## src/logic/wisc_config.svh

```systemverilog
// ====================================================================
// WISC processor configuration
// Data width, register count and memory sizes shared by every stage
// ====================================================================
`ifndef WISC_CONFIG_SVH
`define WISC_CONFIG_SVH

`define WISC_DATA_W      16  // Data and instruction word

`define WISC_NUM_REGS    8   // General purpose registers

// Instruction memory, indexed by the word part of the PC
`define WISC_IMEM_DEPTH  256
`define WISC_IMEM_AW     8

`define WISC_DMEM_DEPTH  256 // Data memory words

`endif
```

## src/logic/wisc_pkg.sv

```systemverilog
// ====================================================================
// WISC processor types
// Instruction opcodes and the ALU operations passed from decode to
// execute
// ====================================================================
package wisc_pkg;

   // Opcode field, instruction bits 15..11
   typedef enum logic [4:0] {
      OP_HALT  = 5'b00000,
      OP_NOP   = 5'b00001,
      OP_J     = 5'b00100,
      OP_ADDI  = 5'b01000,
      OP_BEQZ  = 5'b01100,
      OP_BNEZ  = 5'b01101,
      OP_ST    = 5'b10000,
      OP_LD    = 5'b10001,
      OP_LBI   = 5'b11000,
      OP_RTYPE = 5'b11011  // Operation chosen by bits 1..0
   } opcode_e;

   typedef enum logic [2:0] {
      ALU_ADD,
      ALU_SUB,    // A minus B
      ALU_AND,
      ALU_XOR,
      ALU_PASSB   // Immediate straight through, for LBI
   } alu_op_e;

endpackage

```

## src/logic/execute.sv

```systemverilog
// ====================================================================
// Execute stage
// ALU, branch and jump resolution, and the execute/memory register
// ====================================================================
`timescale 1ns/1ps
`include "wisc_config.svh"

module execute (
   input  logic                    clk,
   input  logic                    rst,
   input  logic [`WISC_DATA_W-1:0] op_a,
   input  logic [`WISC_DATA_W-1:0] op_b,
   input  logic [`WISC_DATA_W-1:0] imm,
   input  wisc_pkg::alu_op_e       alu_op,
   input  logic                    alu_src,
   input  logic [1:0]              br_kind,
   input  logic                    mem_read,
   input  logic                    mem_write,
   input  logic                    reg_write,
   input  logic [2:0]              dest_reg,
   input  logic                    halt_e,
   input  logic [`WISC_DATA_W-1:0] pc_next_e,
   output logic                    redirect,
   output logic [`WISC_DATA_W-1:0] redirect_pc,
   output logic [2:0]              ex_dest,
   output logic                    ex_writes,
   output logic [`WISC_DATA_W-1:0] alu_m,
   output logic [`WISC_DATA_W-1:0] store_m,
   output logic [2:0]              dest_m,
   output logic                    reg_write_m,
   output logic                    mem_read_m,
   output logic                    mem_write_m,
   output logic                    halt_m
);

   logic [`WISC_DATA_W-1:0] alu_b, alu_y;
   logic                    a_zero, taken;

   assign alu_b = alu_src ? imm : op_b;

   always_comb begin
      case (alu_op)
         wisc_pkg::ALU_ADD:   alu_y = op_a + alu_b;
         wisc_pkg::ALU_SUB:   alu_y = op_a - alu_b;
         wisc_pkg::ALU_AND:   alu_y = op_a & alu_b;
         wisc_pkg::ALU_XOR:   alu_y = op_a ^ alu_b;
         wisc_pkg::ALU_PASSB: alu_y = alu_b;
         default:             alu_y = '0;
      endcase
   end

   // Predicted not taken, so any taken transfer redirects
   assign a_zero = (op_a == '0);
   assign taken  = (br_kind == 2'd3) ||
                   (br_kind == 2'd1 && a_zero) ||
                   (br_kind == 2'd2 && !a_zero);
   assign redirect    = taken && !halt_m;  // Nothing moves behind a HALT
   assign redirect_pc = pc_next_e + imm;

   // Seen by decode for stall detection
   assign ex_dest   = dest_reg;
   assign ex_writes = reg_write;

   always_ff @(posedge clk) begin
      if (rst) begin
         reg_write_m <= 1'b0;
         mem_read_m  <= 1'b0;
         mem_write_m <= 1'b0;
         halt_m      <= 1'b0;
      end else if (!halt_m) begin  // Frozen once HALT reaches memory
         reg_write_m <= reg_write;
         mem_read_m  <= mem_read;
         mem_write_m <= mem_write;
         halt_m      <= halt_e;
      end
   end

   always_ff @(posedge clk) begin
      if (!halt_m) begin
         alu_m   <= alu_y;
         store_m <= op_b;
         dest_m  <= dest_reg;
      end
   end

endmodule

```

## config.mk

```make
export PLATFORM = sky130hd
export DESIGN_NAME = execute
export DESIGN_NICKNAME = d
export VERILOG_FILES = /design/src/logic/wisc_pkg.sv /design/src/logic/execute.sv
export VERILOG_INCLUDE_DIRS = /design/src /design/src/logic
export SDC_FILE = /design/constraint.sdc
export NUM_CORES = 1
export LEC_CHECK = 0
export BUFFER_PORTS_ARGS = -buffer_cell sky130_fd_sc_hd__buf_4
export CAP_MARGIN = 20
export CORE_UTILIZATION = 55
export DETAILED_ROUTE_END_ITERATION = 7
export PLACE_DENSITY = 0.87
export SYNTH_ARGS = -nofsm -noshare
export SYNTH_HDL_FRONTEND = slang
export SYNTH_SLANG_ARGS = --single-unit
```

## constraint.sdc

```tcl
create_clock -name clk -period 6.78 [get_ports clk]
set_clock_uncertainty 0.2 [all_clocks]
set_input_delay 1.356 -clock clk [delete_from_list [all_inputs] [get_ports clk]]
set_output_delay 1.356 -clock clk [all_outputs]
set_load 0.005 [all_outputs]
```

==> flow_summary.ini, run 1 <==
[floorplan]
fp-row-count = 30
initial_utilization_pct = 56.8
die-area_um2 = 7310
io_pins = 139
die_h_um = 85.5
core_area_um2 = 6760
die_w_um = 85.5

[power_and_ir_drop]
combPwrFrac_pct = 44.8
cellPowerDensity_nw_per_um2 = 179
vdd_drop_max_mv = 0.120
power.internal_uw = 602
clkPwrFrac_pct = 21.8
seq_power_share_pct = 33.4
swShare_pct = 32.9
power.switching_uw = 295
finalPower_uw = 896
p_leak_uw = 0.00234

[synthesis]
synth_edf_count = 35
synthTopCellsByArea = edfxtp_1, ha_1, mux2i_1, xnor2_1, a21oi_1
ys_ff_latch = 39
synth.most_common_cell = ha_1
synth_seq_area_share_pct = 29.5
ys_warn_count = 0
synth_top_area_cell = edfxtp_1
synth-async-reset-ratio_pct = 0
syn-cell-area_um2 = 3830
syn_avg_cell_area_um2 = 9.54
synth_top_area_share_pct = 27.4
synth_fp_nets = 530
ys_types = 59
netlist_top_cells_count = ha_1, edfxtp_1, mux2i_1, xnor2_1, nor2_1
netlist_instances = 402
synth_flop_cell = edfxtp_1

[placed_design]
place_hpwl_um = 8500
gp_congestion = 0.996
portBuffers = 138

[timing]
timing.fmax_mhz = 194
hold-worst-slack_ps = 308
slew_violations = 0
finalCritPeriodShare_pct = 75.9
min_period_ps = 5140
tightestPinTransition_ps = 682
rsz0062_at_grt = no
fin_setup_tns_ps = 0
max_slew_margin_pct = 54.4
finalHoldViolCount = 0
setup_violations = 0

[cells_and_area]
syn_to_final_growth_pct = 30.4
drive_above_1_share_pct = 30.0
regArea_um2 = 1130
multi_input_area_um2 = 2510
n_fill_cell = 509
diodes = 0
num-nets-final = 660

[drt]
drc = 0
drtIter0Drc = 323
drt_wl_total_um = 10600
viasPerCell = 6.04
antenna_left = 0
drt_first_pass_iters = 5
wire_per_inst_um = 17.2
vias = 3703

[critical_path]
worst-setup-path-type = in2out
cp_cell_sequence = buf_4, ha_1, inv_1, fa_1, nor2b_1, o21ai_1, nand2b_1, a311oi_1, a221o_1, a311o_1, xnor2_1, buf_4
crit_top_cell = buf_4
critPathBufInv = 3
r2r-start = halt_m$_SDFF_PP0_
timing.rr.end = alu_m[4]$_DFFE_PN_
slowest_delay_ps = 410
r2r_setup_slack_ps = 5320
end_kind = primary output
cp_max_fo = 3
crit_path_top_delay_cell = a221o_1
crit_family = compound AO/OA/AOI/OAI gates
ff2ff_path_depth = 2
critPathLaunchType = primary input
required_ps = 5220
crit_arrival_ps = 3590

[global_route]
grt_overflow = 0
grtUsageMet1_pct = 33.8
grt_max_degree = 36
antenna_found_initial = 0
grt_pass1_wl_um = 16400
grt_use_met2_pct = 51.6
grt_pass1_vias = 3542
grtUsageTotal_pct = 28.5
grt_use_met3_pct = 6.06
grt.busiest_layer = met2

[cts]
clk_pin_slew_ps = 70
h-tree-depth = 2
root_buffer = clkbuf_8
clk_path_buf_depth = 2
insertion_delay_ps = 300
cts_resized = 0
numClockSinks = 39
cts_hold_buf = 0
post_cts_buffers = 0
cts_tree = yes
numCtsBuffers = 5

[min_path]
min_from = mem_read_m$_SDFFE_PP0N_
min_path_cells = 2
min_to = mem_read_m$_SDFFE_PP0N_
hp-class = reg2reg

[run_status]
status = completed

[run]
cap_violations = 0
## worst register-to-register path, stage by stage, from the launching register on
cell	delay (ps)
dfxtp_1	390
inv_1	80
buf_4	400
## metal layers
metal | share of wire [%] | vias up
li1 | - | 1767
met1 | 39 | 1730
met2 | 51 | 164
met3 | 6.1 | 42
met4 | 3.6 | 0
met5 | 0 | -
## cell usage in the layout, fill, tap and decap left out, drive strengths merged, types with 6 or more instances in the layout
master,instances
a21o,8
a21oi,25
a31oi,8
buf,139
edfxtp,35
ha,47
inv,28
mux2i,33
nand2,22
nand3,6
nor2,26
nor2b,6
o21ai,19
xnor2,28
xor2,9
## flip-flops by register name (all words and copies together), names as in the netlist
signal / count
store_m: 16
dest_m: 3
mem_write_m: 1
mem_read_m: 1
alu_m: 16
reg_write_m: 1
halt_m: 1
## cell type report
type / instances / area share (%)
clock buffers: 5 / 1.38
clock inverters: 3 / 0.775
inverters: 28 / 2.10
multi-input cells: 319 / 50.3
flip-flops and latches: 39 / 22.6
well taps: 80 / 2.00
repair buffers: 139 / 20.9
## power by group through the flow
stage	clock network, µW	registers, µW	logic (µW)
after floorplan	0	307	233
after global placement	0	304	385
after detailed placement	0	305	395
after CTS	196	300	399
after global routing	209	302	438
final	196	299	401
## worst max-delay path by stage
| stage | from | to | slack (ps) | cells past startpoint |
|---|---|---|---|---|
| final | imm[0] | redirect_pc[14] | 1640 | 12 |
| after global routing | imm[0] | redirect_pc[14] | 1540 | 12 |
| after CTS | imm[0] | redirect_pc[14] | 1630 | 12 |
| after detailed placement | imm[0] | redirect_pc[14] | 1640 | 12 |
| after global placement | imm[0] | redirect_pc[14] | 1710 | 12 |
| after floorplan | imm[0] | redirect_pc[14] | 2030 | 10 |
## stage by stage
| stage | setup WS [ps] | util [%] | std cells | area, µm² |
|---|---|---|---|---|
| finish | 1640 | 74.0 | 613 | 5000 |
| global route | 1540 | 74.0 | 613 | 5000 |
| CTS | 1630 | 74.0 | 613 | 5000 |
| detailed placement | 1640 | 72.4 | 605 | 4890 |
| global placement | 1710 | 72.4 | 605 | 4890 |
| floorplan | 2030 | - | 402 | 3830 |
## cells by family (layout without fill, tap and decap cells)
group	after synthesis	after routing	share of synthesized area (%)
simple gates	90	90	11.6
fa+ha+maj	49	49	16.4
flops	39	39	29.5
compound gates	106	106	18.4
buf+inv	44	175	4.93
mux	37	37	10.7
xor+xnor	37	37	8.45
Power figures use the tool's default switching activity.
==> run 2, diff against run 1 <==
- CORE_UTILIZATION: 55 -> 46
- PLACE_DENSITY: 0.87 -> 0.78
- clock period: 6.78 -> 4.2 ns (I/O delays scaled with it)
==> flow_summary.ini, run 2 (same netlist as run 1, synthesis figures left out) <==
[floorplan]
die-area_um2 = 8710
fp-row-count = 32
die_w_um = 93.3
core_area_um2 = 7890
initial_utilization_pct = 48.6
io_pins = 139
die_h_um = 93.3

[critical_path]
worst-setup-path-type = in2out
required_ps = 3160
critPathLaunchType = primary input
cp_max_fo = 3
crit_arrival_ps = 3040
end_kind = primary output

[drt]
wire_per_inst_um = 16.5
drt_first_pass_iters = 5
drtIter0Drc = 204
drt_wl_total_um = 11000
vias = 3769
viasPerCell = 5.68
drc = 0
antenna_left = 0

[cells_and_area]
drive_above_1_share_pct = 34.0
regArea_um2 = 1130
mostFrequentLayoutCell = buf_4
top_regs = alu_m x16, store_m x16, dest_m x3
syn_to_final_growth_pct = 37.0
diodes = 0
num-nets-final = 689
n_fill_cell = 656
layout_common_cells = buf_4, ha_1, edfxtp_1
utilization_pct = 66.6
multi_input_area_um2 = 2520

[min_path]
hp-class = reg2reg

[cts]
cts_hold_buf = 0
post_cts_buffers = 0
numClockSinks = 39
numCtsBuffers = 5
clk_pin_slew_ps = 70
insertion_delay_ps = 290
h-tree-depth = 2
root_buffer = clkbuf_8
clk_path_buf_depth = 2
cts_resized = 0
cts_tree = yes

[global_route]
grtUsageTotal_pct = 25.2
grt_max_degree = 36
grtUsageMet1_pct = 32.4
antenna_found_initial = 0
grt.busiest_layer = met2
grt_use_met3_pct = 3.41
grt_pass1_vias = 3690
grt_use_met2_pct = 43.4
grt_pass1_wl_um = 17300
grt_overflow = 0

[placed_design]
portBuffers = 138
place_hpwl_um = 8880
gp_congestion = 0.915

[power_and_ir_drop]
p_leak_uw = 0.00248
vdd_drop_max_mv = 0.163
cellPowerDensity_nw_per_um2 = 282

[run_status]
status = completed

[timing]
tightestPinTransition_ps = 611
setup_violations = 0
finalCritPeriodShare_pct = 97.1
timing.fmax_mhz = 245
finalHoldViolCount = 0
min_period_ps = 4080
slew_violations = 0
max_slew_margin_pct = 59.2
fin_setup_tns_ps = 0
rsz0062_at_grt = no

[run]
cap_violations = 0
-- run 2: cell count changes in the layout (fill, tap and decap cells not counted), sizes merged --
cell,delta
buf,+29
-- run 2: through the flow --
stage / cell area, µm² / std cells / worst slack [ps] / total power [µW] / hold WS (ps)
after floorplan: 3830 / 402 / 112 / 872 / 288
after global placement: 5140 / 656 / 1.03 / 1150 / 283
after detailed placement: 5140 / 656 / -62.1 / 1160 / 297
after CTS: 5250 / 664 / 88.7 / 1480 / 314
after global routing: 5260 / 664 / 19.8 / 1560 / 334
final: 5260 / 664 / 122 / 1480 / 305
-- run 2: cell type report --
| class | instances | area share, % |
|---|---|---|
| flip-flops and latches | 39 | 21.5 |
| clock inverters | 3 | 0.738 |
| inverters | 28 | 2.00 |
| clock buffers | 5 | 1.31 |
| well taps | 102 | 2.43 |
| multi-input cells | 319 | 48.0 |
| repair buffers | 168 | 24.0 |
-- run 2: worst paths after layout --
check / slack (ps) / depth (start not counted) / start / to
worst min-delay path: 310 / 2 / mem_write_m$_SDFFE_PP0N_ / mem_write_m$_SDFFE_PP0N_
worst min register to register: 310 / 2 / mem_write_m$_SDFFE_PP0N_ / mem_write_m$_SDFFE_PP0N_
worst max-delay path: 120 / 12 / imm[0] / redirect_pc[14]
worst max register to register: 2760 / 2 / halt_m$_SDFF_PP0_ / alu_m[2]$_DFFE_PN_
-- run 2: layer usage --
layer	vias up	wire length (µm)
li1	1821	-
met2	163	5500
met3	27	719
met1	1758	4510
met5	-	0
met4	0	248
-- run 2: report_power, final --
| part | internal, µW | switching, µW | total [µW] |
|---|---|---|---|
| Sequential | 471 | 12.5 | 484 |
| Clock | 174 | 143 | 318 |
| Combinational | 352 | 327 | 679 |
| Total | 998 | 483 | 1480 |
-- run 2: critical path: stages --
cell and delay [ps]:
buf_4 90, ha_2 190, inv_1 50, fa_1 390, nor2b_1 140, o21ai_1 70
nand2b_1 110, a311oi_1 160, a221o_1 370, a311o_1 340, xnor2_1 140, buf_4 130
