<file path="src/logic/wisc_config.svh">
// ====================================================================
// WISC processor configuration
// Data width, register count and memory sizes shared by every stage
// ====================================================================
`ifndef WISC_CONFIG_SVH
`define WISC_CONFIG_SVH

`define WISC_DATA_W      16  // Data and instruction word

`define WISC_NUM_REGS    8   // General purpose registers

// Instruction memory, indexed by the word part of the PC
`define WISC_IMEM_DEPTH  256
`define WISC_IMEM_AW     8

`define WISC_DMEM_DEPTH  256 // Data memory words

`endif
</file>
<file path="src/logic/wisc_pkg.sv">
// ====================================================================
// WISC processor types
// Instruction opcodes and the ALU operations passed from decode to
// execute
// ====================================================================
package wisc_pkg;

   // Opcode field, instruction bits 15..11
   typedef enum logic [4:0] {
      OP_HALT  = 5'b00000,
      OP_NOP   = 5'b00001,
      OP_J     = 5'b00100,
      OP_ADDI  = 5'b01000,
      OP_BEQZ  = 5'b01100,
      OP_BNEZ  = 5'b01101,
      OP_ST    = 5'b10000,
      OP_LD    = 5'b10001,
      OP_LBI   = 5'b11000,
      OP_RTYPE = 5'b11011  // Operation chosen by bits 1..0
   } opcode_e;

   typedef enum logic [2:0] {
      ALU_ADD,
      ALU_SUB,    // A minus B
      ALU_AND,
      ALU_XOR,
      ALU_PASSB   // Immediate straight through, for LBI
   } alu_op_e;

endpackage

</file>
<file path="src/logic/decode.sv">
// ====================================================================
// Decode stage
// Control decode, register file, immediate extension, hazard stall
// and the decode/execute pipeline register
// ====================================================================
`timescale 1ns/1ps
`include "wisc_config.svh"

module decode (
   input  logic                    clk,
   input  logic                    rst,
   input  logic [`WISC_DATA_W-1:0] instr_d,
   input  logic [`WISC_DATA_W-1:0] pc_next_d,
   input  logic                    redirect,
   input  logic [2:0]              ex_dest,
   input  logic                    ex_writes,
   input  logic [2:0]              mem_dest,
   input  logic                    mem_writes,
   input  logic                    wb_en,
   input  logic [2:0]              wb_reg,
   input  logic [`WISC_DATA_W-1:0] wb_data,
   output logic                    stall,
   output logic                    err,
   output logic [`WISC_DATA_W-1:0] op_a,
   output logic [`WISC_DATA_W-1:0] op_b,
   output logic [`WISC_DATA_W-1:0] imm,
   output wisc_pkg::alu_op_e       alu_op,
   output logic                    alu_src,
   output logic [1:0]              br_kind,   // 0 none, 1 BEQZ, 2 BNEZ, 3 J
   output logic                    mem_read,
   output logic                    mem_write,
   output logic                    reg_write,
   output logic [2:0]              dest_reg,
   output logic                    halt_e,
   output logic [`WISC_DATA_W-1:0] pc_next_e
);

   logic [`WISC_DATA_W-1:0] regs [`WISC_NUM_REGS];
   wisc_pkg::opcode_e       opcode;
   wisc_pkg::alu_op_e       ctl_alu_op;
   logic [2:0]              rs, rt, rd, ctl_dest;
   logic [1:0]              ctl_br;
   logic                    ctl_alu_src, ctl_mem_rd, ctl_mem_wr, ctl_reg_wr, ctl_halt;
   logic                    use_rs, use_rt, illegal, rs_busy, rt_busy;
   logic [`WISC_DATA_W-1:0] imm5, imm8, imm11, ctl_imm, rd_a, rd_b;

   assign opcode = wisc_pkg::opcode_e'(instr_d[15:11]);
   assign rs     = instr_d[10:8];
   assign rt     = instr_d[7:5];
   assign rd     = instr_d[4:2];
   assign imm5   = {{(`WISC_DATA_W-5){instr_d[4]}}, instr_d[4:0]};
   assign imm8   = {{(`WISC_DATA_W-8){instr_d[7]}}, instr_d[7:0]};
   assign imm11  = {{(`WISC_DATA_W-11){instr_d[10]}}, instr_d[10:0]};

   always_comb begin
      ctl_alu_op  = wisc_pkg::ALU_ADD;
      ctl_alu_src = 1'b0;
      ctl_br      = 2'd0;
      ctl_mem_rd  = 1'b0;
      ctl_mem_wr  = 1'b0;
      ctl_reg_wr  = 1'b0;
      ctl_halt    = 1'b0;
      ctl_dest    = rd;
      ctl_imm     = imm5;
      use_rs      = 1'b0;
      use_rt      = 1'b0;
      illegal     = 1'b0;
      case (opcode)
         wisc_pkg::OP_HALT: ctl_halt = 1'b1;
         wisc_pkg::OP_NOP: ;
         wisc_pkg::OP_ADDI, wisc_pkg::OP_LD: begin
            ctl_alu_src = 1'b1;
            ctl_reg_wr  = 1'b1;
            ctl_mem_rd  = (opcode == wisc_pkg::OP_LD);
            ctl_dest    = rt;
            use_rs      = 1'b1;
         end
         wisc_pkg::OP_ST: begin
            ctl_alu_src = 1'b1;   // Address is rs plus imm5
            ctl_mem_wr  = 1'b1;
            use_rs      = 1'b1;
            use_rt      = 1'b1;   // Store data
         end
         wisc_pkg::OP_LBI: begin
            ctl_alu_op  = wisc_pkg::ALU_PASSB;
            ctl_alu_src = 1'b1;
            ctl_reg_wr  = 1'b1;
            ctl_dest    = rs;
            ctl_imm     = imm8;
         end
         wisc_pkg::OP_RTYPE: begin
            ctl_reg_wr = 1'b1;
            use_rs     = 1'b1;
            use_rt     = 1'b1;
            case (instr_d[1:0])
               2'b00:   ctl_alu_op = wisc_pkg::ALU_ADD;
               2'b01:   ctl_alu_op = wisc_pkg::ALU_SUB;
               2'b10:   ctl_alu_op = wisc_pkg::ALU_XOR;
               default: ctl_alu_op = wisc_pkg::ALU_AND;
            endcase
         end
         wisc_pkg::OP_BEQZ, wisc_pkg::OP_BNEZ: begin
            ctl_br  = (opcode == wisc_pkg::OP_BEQZ) ? 2'd1 : 2'd2;
            ctl_imm = imm8;
            use_rs  = 1'b1;       // Tested against zero
         end
         wisc_pkg::OP_J: begin
            ctl_br  = 2'd3;
            ctl_imm = imm11;
         end
         default: illegal = 1'b1; // Falls through as a NOP
      endcase
   end

   // Register file, write data returned on a same-cycle read
   always_ff @(posedge clk) begin
      if (wb_en) begin
         regs[wb_reg] <= wb_data;
      end
   end

   assign rd_a = (wb_en && wb_reg == rs) ? wb_data : regs[rs];
   assign rd_b = (wb_en && wb_reg == rt) ? wb_data : regs[rt];

   // Wait while a producer sits in execute or memory
   assign rs_busy = (ex_writes && ex_dest == rs) || (mem_writes && mem_dest == rs);
   assign rt_busy = (ex_writes && ex_dest == rt) || (mem_writes && mem_dest == rt);
   assign stall   = (use_rs && rs_busy) || (use_rt && rt_busy);

   always_ff @(posedge clk) begin
      if (rst) begin
         err <= 1'b0;
      end else if (illegal && !redirect) begin
         err <= 1'b1;  // Sticky until reset
      end
   end

   always_ff @(posedge clk) begin
      if (rst || stall || redirect) begin  // Bubble
         br_kind   <= 2'd0;
         mem_read  <= 1'b0;
         mem_write <= 1'b0;
         reg_write <= 1'b0;
         halt_e    <= 1'b0;
      end else begin
         br_kind   <= ctl_br;
         mem_read  <= ctl_mem_rd;
         mem_write <= ctl_mem_wr;
         reg_write <= ctl_reg_wr;
         halt_e    <= ctl_halt;
      end
   end

   always_ff @(posedge clk) begin
      op_a      <= rd_a;
      op_b      <= rd_b;
      imm       <= ctl_imm;
      alu_op    <= ctl_alu_op;
      alu_src   <= ctl_alu_src;
      dest_reg  <= ctl_dest;
      pc_next_e <= pc_next_d;
   end

endmodule

</file>
<file path="config.mk">
export PLATFORM = sky130hd
export DESIGN_NAME = decode
export DESIGN_NICKNAME = d
export VERILOG_FILES = /design/src/logic/wisc_pkg.sv /design/src/logic/decode.sv
export VERILOG_INCLUDE_DIRS = /design/src /design/src/logic
export SDC_FILE = /design/constraint.sdc
export NUM_CORES = 1
export LEC_CHECK = 0
export BUFFER_PORTS_ARGS = -buffer_cell sky130_fd_sc_hd__buf_2
export CAP_MARGIN = 20
export CORE_ASPECT_RATIO = 0.5
export CORE_MARGIN = 5
export CORE_UTILIZATION = 53
export CTS_BUF_LIST = sky130_fd_sc_hd__clkbuf_4
export CTS_CLUSTER_SIZE = 40
export DETAILED_ROUTE_END_ITERATION = 16
export PLACE_DENSITY = 0.81
export SLEW_MARGIN = 20
export SYNTH_ARGS = -nofsm -noshare
export SYNTH_HDL_FRONTEND = slang
export SYNTH_SLANG_ARGS = --single-unit
</file>
<file path="constraint.sdc">
create_clock -name clk -period 5.45 [get_ports clk]
set_clock_uncertainty 0.15 [all_clocks]
set_input_delay 0.8175 -clock clk [delete_from_list [all_inputs] [get_ports clk]]
set_output_delay 0.8175 -clock clk [all_outputs]
set_load 0.03 [all_outputs]
</file>
==> results.md, run 1 <==
- Status: finished clean
- Max frequency: around 0.27 GHz
- Die W: ~180 um
- Unique masters post-synth: 41
- DRT Pass-1 Iters: 5
- Post-layout power: 2.65 mW
- Share of layout cells above drive strength 1: 53.1%
- WL met2: roughly 7900 um
- R2R Path End: err
- Largest net degree at the start of global routing: 33
- Post-route antenna net violation count: 0
- PortBufs: around 140
- #FFs+latches synth: about 180
- Biggest register: regs
- Final number of setup-violating endpoints: 0
- Hold-fix buffers, CTS: 0
- TNS Setup: 0 ns
- CTS tree: yes
- GPL Wtd Cong: slightly below 0.8
- Global-route wire length before repair: 25000 um
- Clock buffer depth: 2
- RSZ-0062 raised after global routing: false
- Critical Path AT: between 2 and 3 ns
- Wl on met1: 6470 um
- Mean Syn Cell Area: roughly 19 um^2
- Slowest stage delay, CP: about 0.71 ns
- Clock root buffer: clkbuf_4
- Top Layer Used: met5
- Hold WS: between 0.2 and 0.25 ns
- Part of the Yosys area used for sequential elements: between 60% and 70%
- Hold Startpoint: pc_next_d[10]
- CP max-delay cell: dfxtp_2
- Post-CTS setup buffers: 0
- R2R depth: 2
- Final hold violations: 0
- Largest regs: regs (128), pc_next_e (16), imm (11)
- Overflow after GRT: 0
- Site row count: 30
- Drt wl/cell: roughly 21 um
- Crit path kind: flop to primary output
- Max Cap Viol: 0
- Slew margin rel.: between 30% and 40%
- Clk_lat worst skew: 0.53 ns
- Worst Path Required: 4.48 ns
- CP max FO: 18
- Worst Hold Path EP: pc_next_e[10]
- Initial Utilization: between 50% and 60%
- Max FFs per register: 128
- Routed wire length: roughly 16000 um
- Antenna violations before repair: 1
- Total GRT Usage: 20.2%
- CTS clk-pin slew, worst paths: ~0.16 ns
- Drt drc: 0
- Worst Tran Pin Value: about 1 ns
- CP Capture Type: primary output
- Top FF cell, synth: edfxtp_1
- Leak: 3.13 nW
- Post-DP HPWL: ~11000 um
- EDFF count, synth: 128
- Clock sink count: around 180
- Met3 wire length: 1420 um
- Final Critical Period: about 3.7 ns
- Final #Nets: 606
- Netlist Area Pre-Place: ~7400 um^2
- Die ar.: 16500 um^2
- Post-synth ARST share: 0%
- Maximum vdd drop: about 0.00015 V
- Worst min path class: input pin to flop
- Reg2reg setup slack: between 4 and 5 ns
- Pwr per Cell Area: between 300 and 400 nW/um^2
- Num CTS Buffers: 17
- Period utilization: approximately two thirds
- Vias in the first global route: ~4500
- Setup slack after placement: between 2 and 2.5 ns
- Critical path startpoint category: flop
- Core area: 13600 um^2
- # diodes: 0
- Post_cts resized: 0
- Cells after Synth: between 300 and 400
- Cell Chain, Critical Path: buf_4, mux4_2, mux2_2, buf_2
- Fin. max-slew vios: 0
- Die height: between 90 and 100 um
- Worst setup margin: roughly 1.8 ns
- Area grow syn2layout: 16.4%
- Via count: about 4300
- Top Ports: 142
- Post-Syn Nets: 463
- RR Startpoint: err
- # H-tree levels: 4
- Hold Path Stages: 1
- Yosys Warn Count: 0
- DRT iter0 DRCs: between 400 and 500
- Avg Vias per Cell: about 5.7
[placed cells by master, fill, tap and decap left out, types with 2 or more instances in the layout]
cell       count
a21o_1         3
a21oi_1        3
a22oi_1        5
buf_2        141
buf_4         12
bufinv_16      2
clkbuf_4      17
clkinv_4       2
dfxtp_1       45
dfxtp_2        2
edfxtp_1     128
ha_1           2
inv_1          4
inv_6          5
inv_8          4
mux2_2        32
mux4_2        64
nand2_1       14
nand2b_1       4
nand4_1        5
nor2_1        15
nor2b_1        2
nor3_1         3
nor3_2         3
o21ai_0        5
xnor2_1       12
[cell type report]
cell class,count,area [um^2]
clock buffers,17,128
clock inverters,15,190
fillers,994,5000
multi-input cells,190,2430
flip-flops and latches,175,4790
well taps,192,240
repair buffers,153,796
inverters,4,15.0
[logic make-up after synthesis]
logic type / after synthesis / share of synthesized area, %
flip-flops: 175 / 64.9
multiplexers: 96 / 24.4
AND/OR/NAND/NOR: 59 / 4.56
buffers and inverters: 33 / 2.37
AO/OA/AOI/OAI: 21 / 2.02
XOR/XNOR: 12 / 1.42
adder cells (fa/ha/maj): 2 / 0.339
[critical path, delay by kind of cell (launching register included)]
kind	cells	cell delay, ns
buffers and inverters	2	0.64
flip-flops	1	0.71
multiplexers	2	0.85
[cell usage after synthesis, drive strengths merged, types with 2 or more instances]
cell type	count	share of area (%)
a22oi	5	0.51
dfxtp	47	13
or4	2	0.25
nand2	14	0.71
nor2	15	0.76
inv	4	0.20
a21o	3	0.31
clkbuf	11	0.56
nor3	6	0.47
buf	18	1.6
ha	2	0.34
nand4	5	0.42
mux2	32	4.9
o21ai	7	0.53
and3	2	0.24
edfxtp	128	52
xnor2	12	1.4
mux4	64	20
a21oi	3	0.20
nand2b	4	0.34
nor2b	3	0.36
[power by group]
part           internal, mW  leakage [nW]  switching [mW]
sequential             1.48          1.56          0.0320
combinational         0.147          1.41           0.203
clock                 0.298         0.169           0.488
total                  1.92          3.13           0.723
[metrics by stage]
step,util [%],instance area (um^2),instances
after floorplan,-,7380,398
after global placement,60.8,8270,714
after detailed placement,60.8,8270,714
after CTS,63.2,8580,746
after global routing,63.2,8580,746
final,63.2,8580,746
[layer usage]
layer	vias to the layer above	track usage, %
met5	-	0
met4	2	5.15
met3	9	5.90
met2	211	33.9
met1	2177	26.3
li1	1886	-
[how the worst max path moves through the flow]
| stage | from | endpoint | slack, ns | depth (start not counted) |
|---|---|---|---|---|
| floorplan | instr_d[12] | stall | 2.62 | 4 |
| global placement | flop | op_b[1] | 2.31 | 4 |
| detailed placement | flop | op_a[14] | 2.26 | 4 |
| CTS | flop | op_a[14] | 1.63 | 4 |
| global route | flop | op_a[14] | 1.52 | 4 |
| finish | flop | op_a[14] | 1.76 | 4 |
(Power assumes the default switching activity.)
==> run 2, diff against run 1 <==
--- a/config.mk
+++ b/config.mk
@@ -6,6 +6,7 @@
 export SDC_FILE = /design/constraint.sdc
 export NUM_CORES = 1
 export LEC_CHECK = 0
+export ABC_AREA = 1
 export BUFFER_PORTS_ARGS = -buffer_cell sky130_fd_sc_hd__buf_2
 export CAP_MARGIN = 20
 export CORE_ASPECT_RATIO = 0.5
@@ -14,7 +15,7 @@
 export CTS_BUF_LIST = sky130_fd_sc_hd__clkbuf_4
 export CTS_CLUSTER_SIZE = 40
 export DETAILED_ROUTE_END_ITERATION = 16
-export PLACE_DENSITY = 0.81
+export PLACE_DENSITY = 0.8
 export SLEW_MARGIN = 20
 export SYNTH_ARGS = -nofsm -noshare
 export SYNTH_HDL_FRONTEND = slang
==> constraint.sdc (replaced) <==
create_clock -name clk -period 3.4 [get_ports clk]
set_clock_uncertainty 0.15 [all_clocks]
set_input_delay 0.51 -clock clk [delete_from_list [all_inputs] [get_ports clk]]
set_output_delay 0.51 -clock clk [all_outputs]
set_load 0.03 [all_outputs]
==> run 2 against run 1 <==
Net effect:
- cell count up 61%
- utilization rose by 0.29 points
- die area is 5.2% higher
- sequential share of layout area down 3.5 points
- hold slack got worse by 0.16 ns
- critical path depth up 3
- worst setup slack worse by 1.4 ns
- register-to-register slack got worse by 2.1 ns
- count of clock-buffer cells in the layout stayed put
- sequential power is 60% higher
- total power increased by 56%
- critical endpoint is now op_a[3]
- largest cell class unchanged
==> results.md, run 2 <==
- Status: finished clean
- Worst setup margin: 0.376 ns (-1.38 ns)
- Clock buffer depth: 2 (unchanged)
- Mean Syn Cell Area: 9.33 um^2 (-50%)
- Area grow syn2layout: 17.5%
- CP max-delay cell: dfxtp_2
- Die ar.: 17400 um^2 (+5.2%)
- Critical Path AT: 2.36 ns (-0.36 ns)
- Antenna violations before repair: 0 (-1)
- Slew margin rel.: 47.4% (+16 points)
- Wl on met1: 8320 um (+29%)
- Site row count: 31 (+3.3%)
- Fin. max-slew vios: 0 (unchanged)
- Largest net degree at the start of global routing: 65 (+97%)
- Psw: 1.24 mW (+72%)
- Core area: 14400 um^2 (+6.2%)
- Reg2reg setup slack: 2.66 ns (-2.08 ns)
- Final number of setup-violating endpoints: 0 (unchanged)
- Top FF cell, synth: edfxtp_1
- Crit path kind: flop to primary output
- Post-route antenna net violation count: 0 (unchanged)
- Slowest stage delay, CP: 0.77 ns (+0.06 ns)
- GPL Wtd Cong: 0.860 (+8.2%)
- Final Critical Period: between 3 and 4 ns
- # H-tree levels: 4 (unchanged)
- Pwr per Cell Area: 451 nW/um^2 (+46%)
- Routed wire length: 20400 um (+28%)
- Clk_lat worst skew: 0.53 ns (about the same)
- Post_cts resized: 0 (unchanged)
- Post-Syn Nets: 900 (+94%)
- Most common cell after layout, fill and taps aside: o21ai_0
- Vias in the first global route: 6664 (+48%)
- Top Ports: 142 (unchanged)
- Yosys Warn Count: 0 (unchanged)
- CP Capture Type: primary output
- PortBufs: 141 (unchanged)
- Top Layer Used: met4
- Cells after Synth: 835 (+110%)
- Hold Path Stages: 1 (unchanged)
- Maximum vdd drop: 0.000240 V (+58%)
- Max Cap Viol: 0 (unchanged)
- Sequential Power Share: 58.4% (+1.3 points)
- Max frequency: about 0.33 GHz
- Most frequent cell after synthesis: o21ai_0
- Logic gate share of total power: 15.5% (+2.3 points)
- CTS clk-pin slew, worst paths: 0.17 ns (about the same)
- Initial Utilization: 54.0% (-0.28 points)
- R2R depth: 2 (unchanged)
- Part of the Yosys area used for sequential elements: 61.4% (-3.5 points)
- Final #Nets: 1056 (+74%)
- Post-CTS setup buffers: 0 (unchanged)
- DRT iter0 DRCs: 757 (+72%)
- Cell Chain, Critical Path: buf_4, a21oi_1, o21ai_0, o21ai_0, nand2_1, nand2_1, buf_2
- Worst Path Required: 2.74 ns (-1.74 ns)
- Via count: 6662 (+55%)
- Final hold violations: 0 (unchanged)
- Clock root buffer: clkbuf_4
- Post-synth ARST share: 0% (unchanged)
- Setup slack after placement: 0.996 ns (-1.26 ns)
- Period utilization: 88.9%
- Clock sink count: 175 (unchanged)
- Total GRT Usage: 23.4% (+3.2 points)
- # diodes: 0 (unchanged)
- WL met2: 9710 um (+23%)
- Drt drc: 0 (unchanged)
- Largest regs: regs (128), pc_next_e (16), imm (11)
- Commonest non-fill, non-tap cells in the layout: 180 x o21ai_0, 152 x nand2_1, 141 x buf_2, 128 x edfxtp_1, 96 x nor2_1
- Met3 wire length: 1950 um (+38%)
- DRT Pass-1 Iters: 5 (unchanged)
- Num CTS Buffers: 17 (unchanged)
- Post-synth top cells: 180 x o21ai_0, 152 x nand2_1, 128 x edfxtp_1
- Biggest register: regs
- Drt wl/cell: 17.0 um (-20%)
- CTS tree: yes
- R2R Path End: err
- EDFF count, synth: 128 (unchanged)
- Buf/Inv on CP: 2 (unchanged)
- Worst Hold Path EP: regs[1][9]
- Avg Vias per Cell: 5.54 (-3.5%)
- Critical path startpoint category: flop
- Sw Share: 30.1% (+2.8 points)
- #FFs+latches synth: 175 (unchanged)
- Final core occ: 63.5% (+0.29 points)
- Synth top area share: 49.3% (-2.8 points)
- Overflow after GRT: 0 (unchanged)
- Hold Startpoint: wb_data[9]
- Netlist Area Pre-Place: 7790 um^2 (+5.6%)
- Top post-synthesis cells by area: edfxtp_1 49%, dfxtp_1 12%, o21ai_0 12%, nand2_1 7.3%, nor2_1 4.6%
- Internal Dissipation: 2.88 mW (+50%)
- Largest area contributor in the netlist: edfxtp_1
- Worst min path class: input pin to flop
- Worst Tran Pin Value: 0.788 ns (-0.243 ns)
- Clock Power Share: 26.1% (-3.6 points)
- Max FFs per register: 128 (unchanged)
- Post-DP HPWL: 12500 um (+17%)
- RSZ-0062 raised after global routing: false
- Leak: 3.84 nW (+23%)
- Die W: 181 um (+2.6%)
- Die height: 95.7 um (+2.5%)
- Global-route wire length before repair: 32100 um (+28%)
- Top delay family on crit path: flip-flops
- Filler Cells Inserted: 1139 (+15%)
- Share of layout cells above drive strength 1: 21.0% (-32 points)
- CP max FO: 36 (+18)
- Unique masters post-synth: 25 (-39%)
- TNS Setup: 0 ns (unchanged)
- RR Startpoint: err
==> run 2: cell families (layout without fill, tap and decap cells) <==
kind of cell / Yosys count / after routing / share of synthesized area [%]
flops: 175 / 175 / 61.4
simple gates: 266 / 266 / 13.6
compound gates: 275 / 275 / 17.8
fa+ha+maj: 2 / 2 / 0.321
buf+inv: 117 / 286 / 6.90
==> run 2: area by class of cell <==
cell class	count	area [um^2]	share of cell area, %
tap	198	248	2.71
timing repair buffer	189	1150	12.5
sequential	175	4790	52.3
multi-input combinational	543	2470	27.0
clock buffer	17	128	1.39
clock inverter	15	129	1.41
inverter	65	244	2.66
==> run 2: power by group through the flow <==
| stage | Combinational (mW) | Clock, mW | Sequential [mW] |
|---|---|---|---|
| after floorplan | 0.360 | 0 | 2.49 |
| after global placement | 0.592 | 0 | 2.45 |
| after detailed placement | 0.608 | 0 | 2.45 |
| after CTS | 0.634 | 1.09 | 2.41 |
| after global routing | 0.701 | 1.18 | 2.42 |
| final | 0.641 | 1.08 | 2.41 |
==> run 2: repair_timing <==
item                       in CTS  in global routing
hold buffers                   28                  0
setup endpoints to repair       0                  0
hold endpoints to repair       28                  0
==> run 2: layer usage <==
layer	vias to the layer above	track usage (%)
li1	3156	-
met1	3095	29.2
met2	368	39.9
met3	43	5.36
met4	0	10.4
met5	-	0
==> run 2: worst max path at each step <==
stage | start | end | slack (ns) | cells after the start
global route | flop | op_a[6] | 0.16 | 6
CTS | flop | op_a[3] | 0.39 | 7
global placement | flop | op_a[6] | 1.05 | 6
floorplan | flop | op_b[10] | 1.52 | 8
detailed placement | flop | op_a[3] | 1.0 | 7
finish | flop | op_a[3] | 0.38 | 7
==> run 2: per-stage QoR <==
step                instances  power [mW]  area, um^2  hold WS, ns
detailed placement       1142        3.06        8620        0.296
finish                   1202        4.13        9160       0.0572
global placement         1142        3.04        8620        0.281
floorplan                 835        2.85        7790        0.388
global route             1202        4.30        9160       0.0278
CTS                      1202        4.13        9160       0.0210
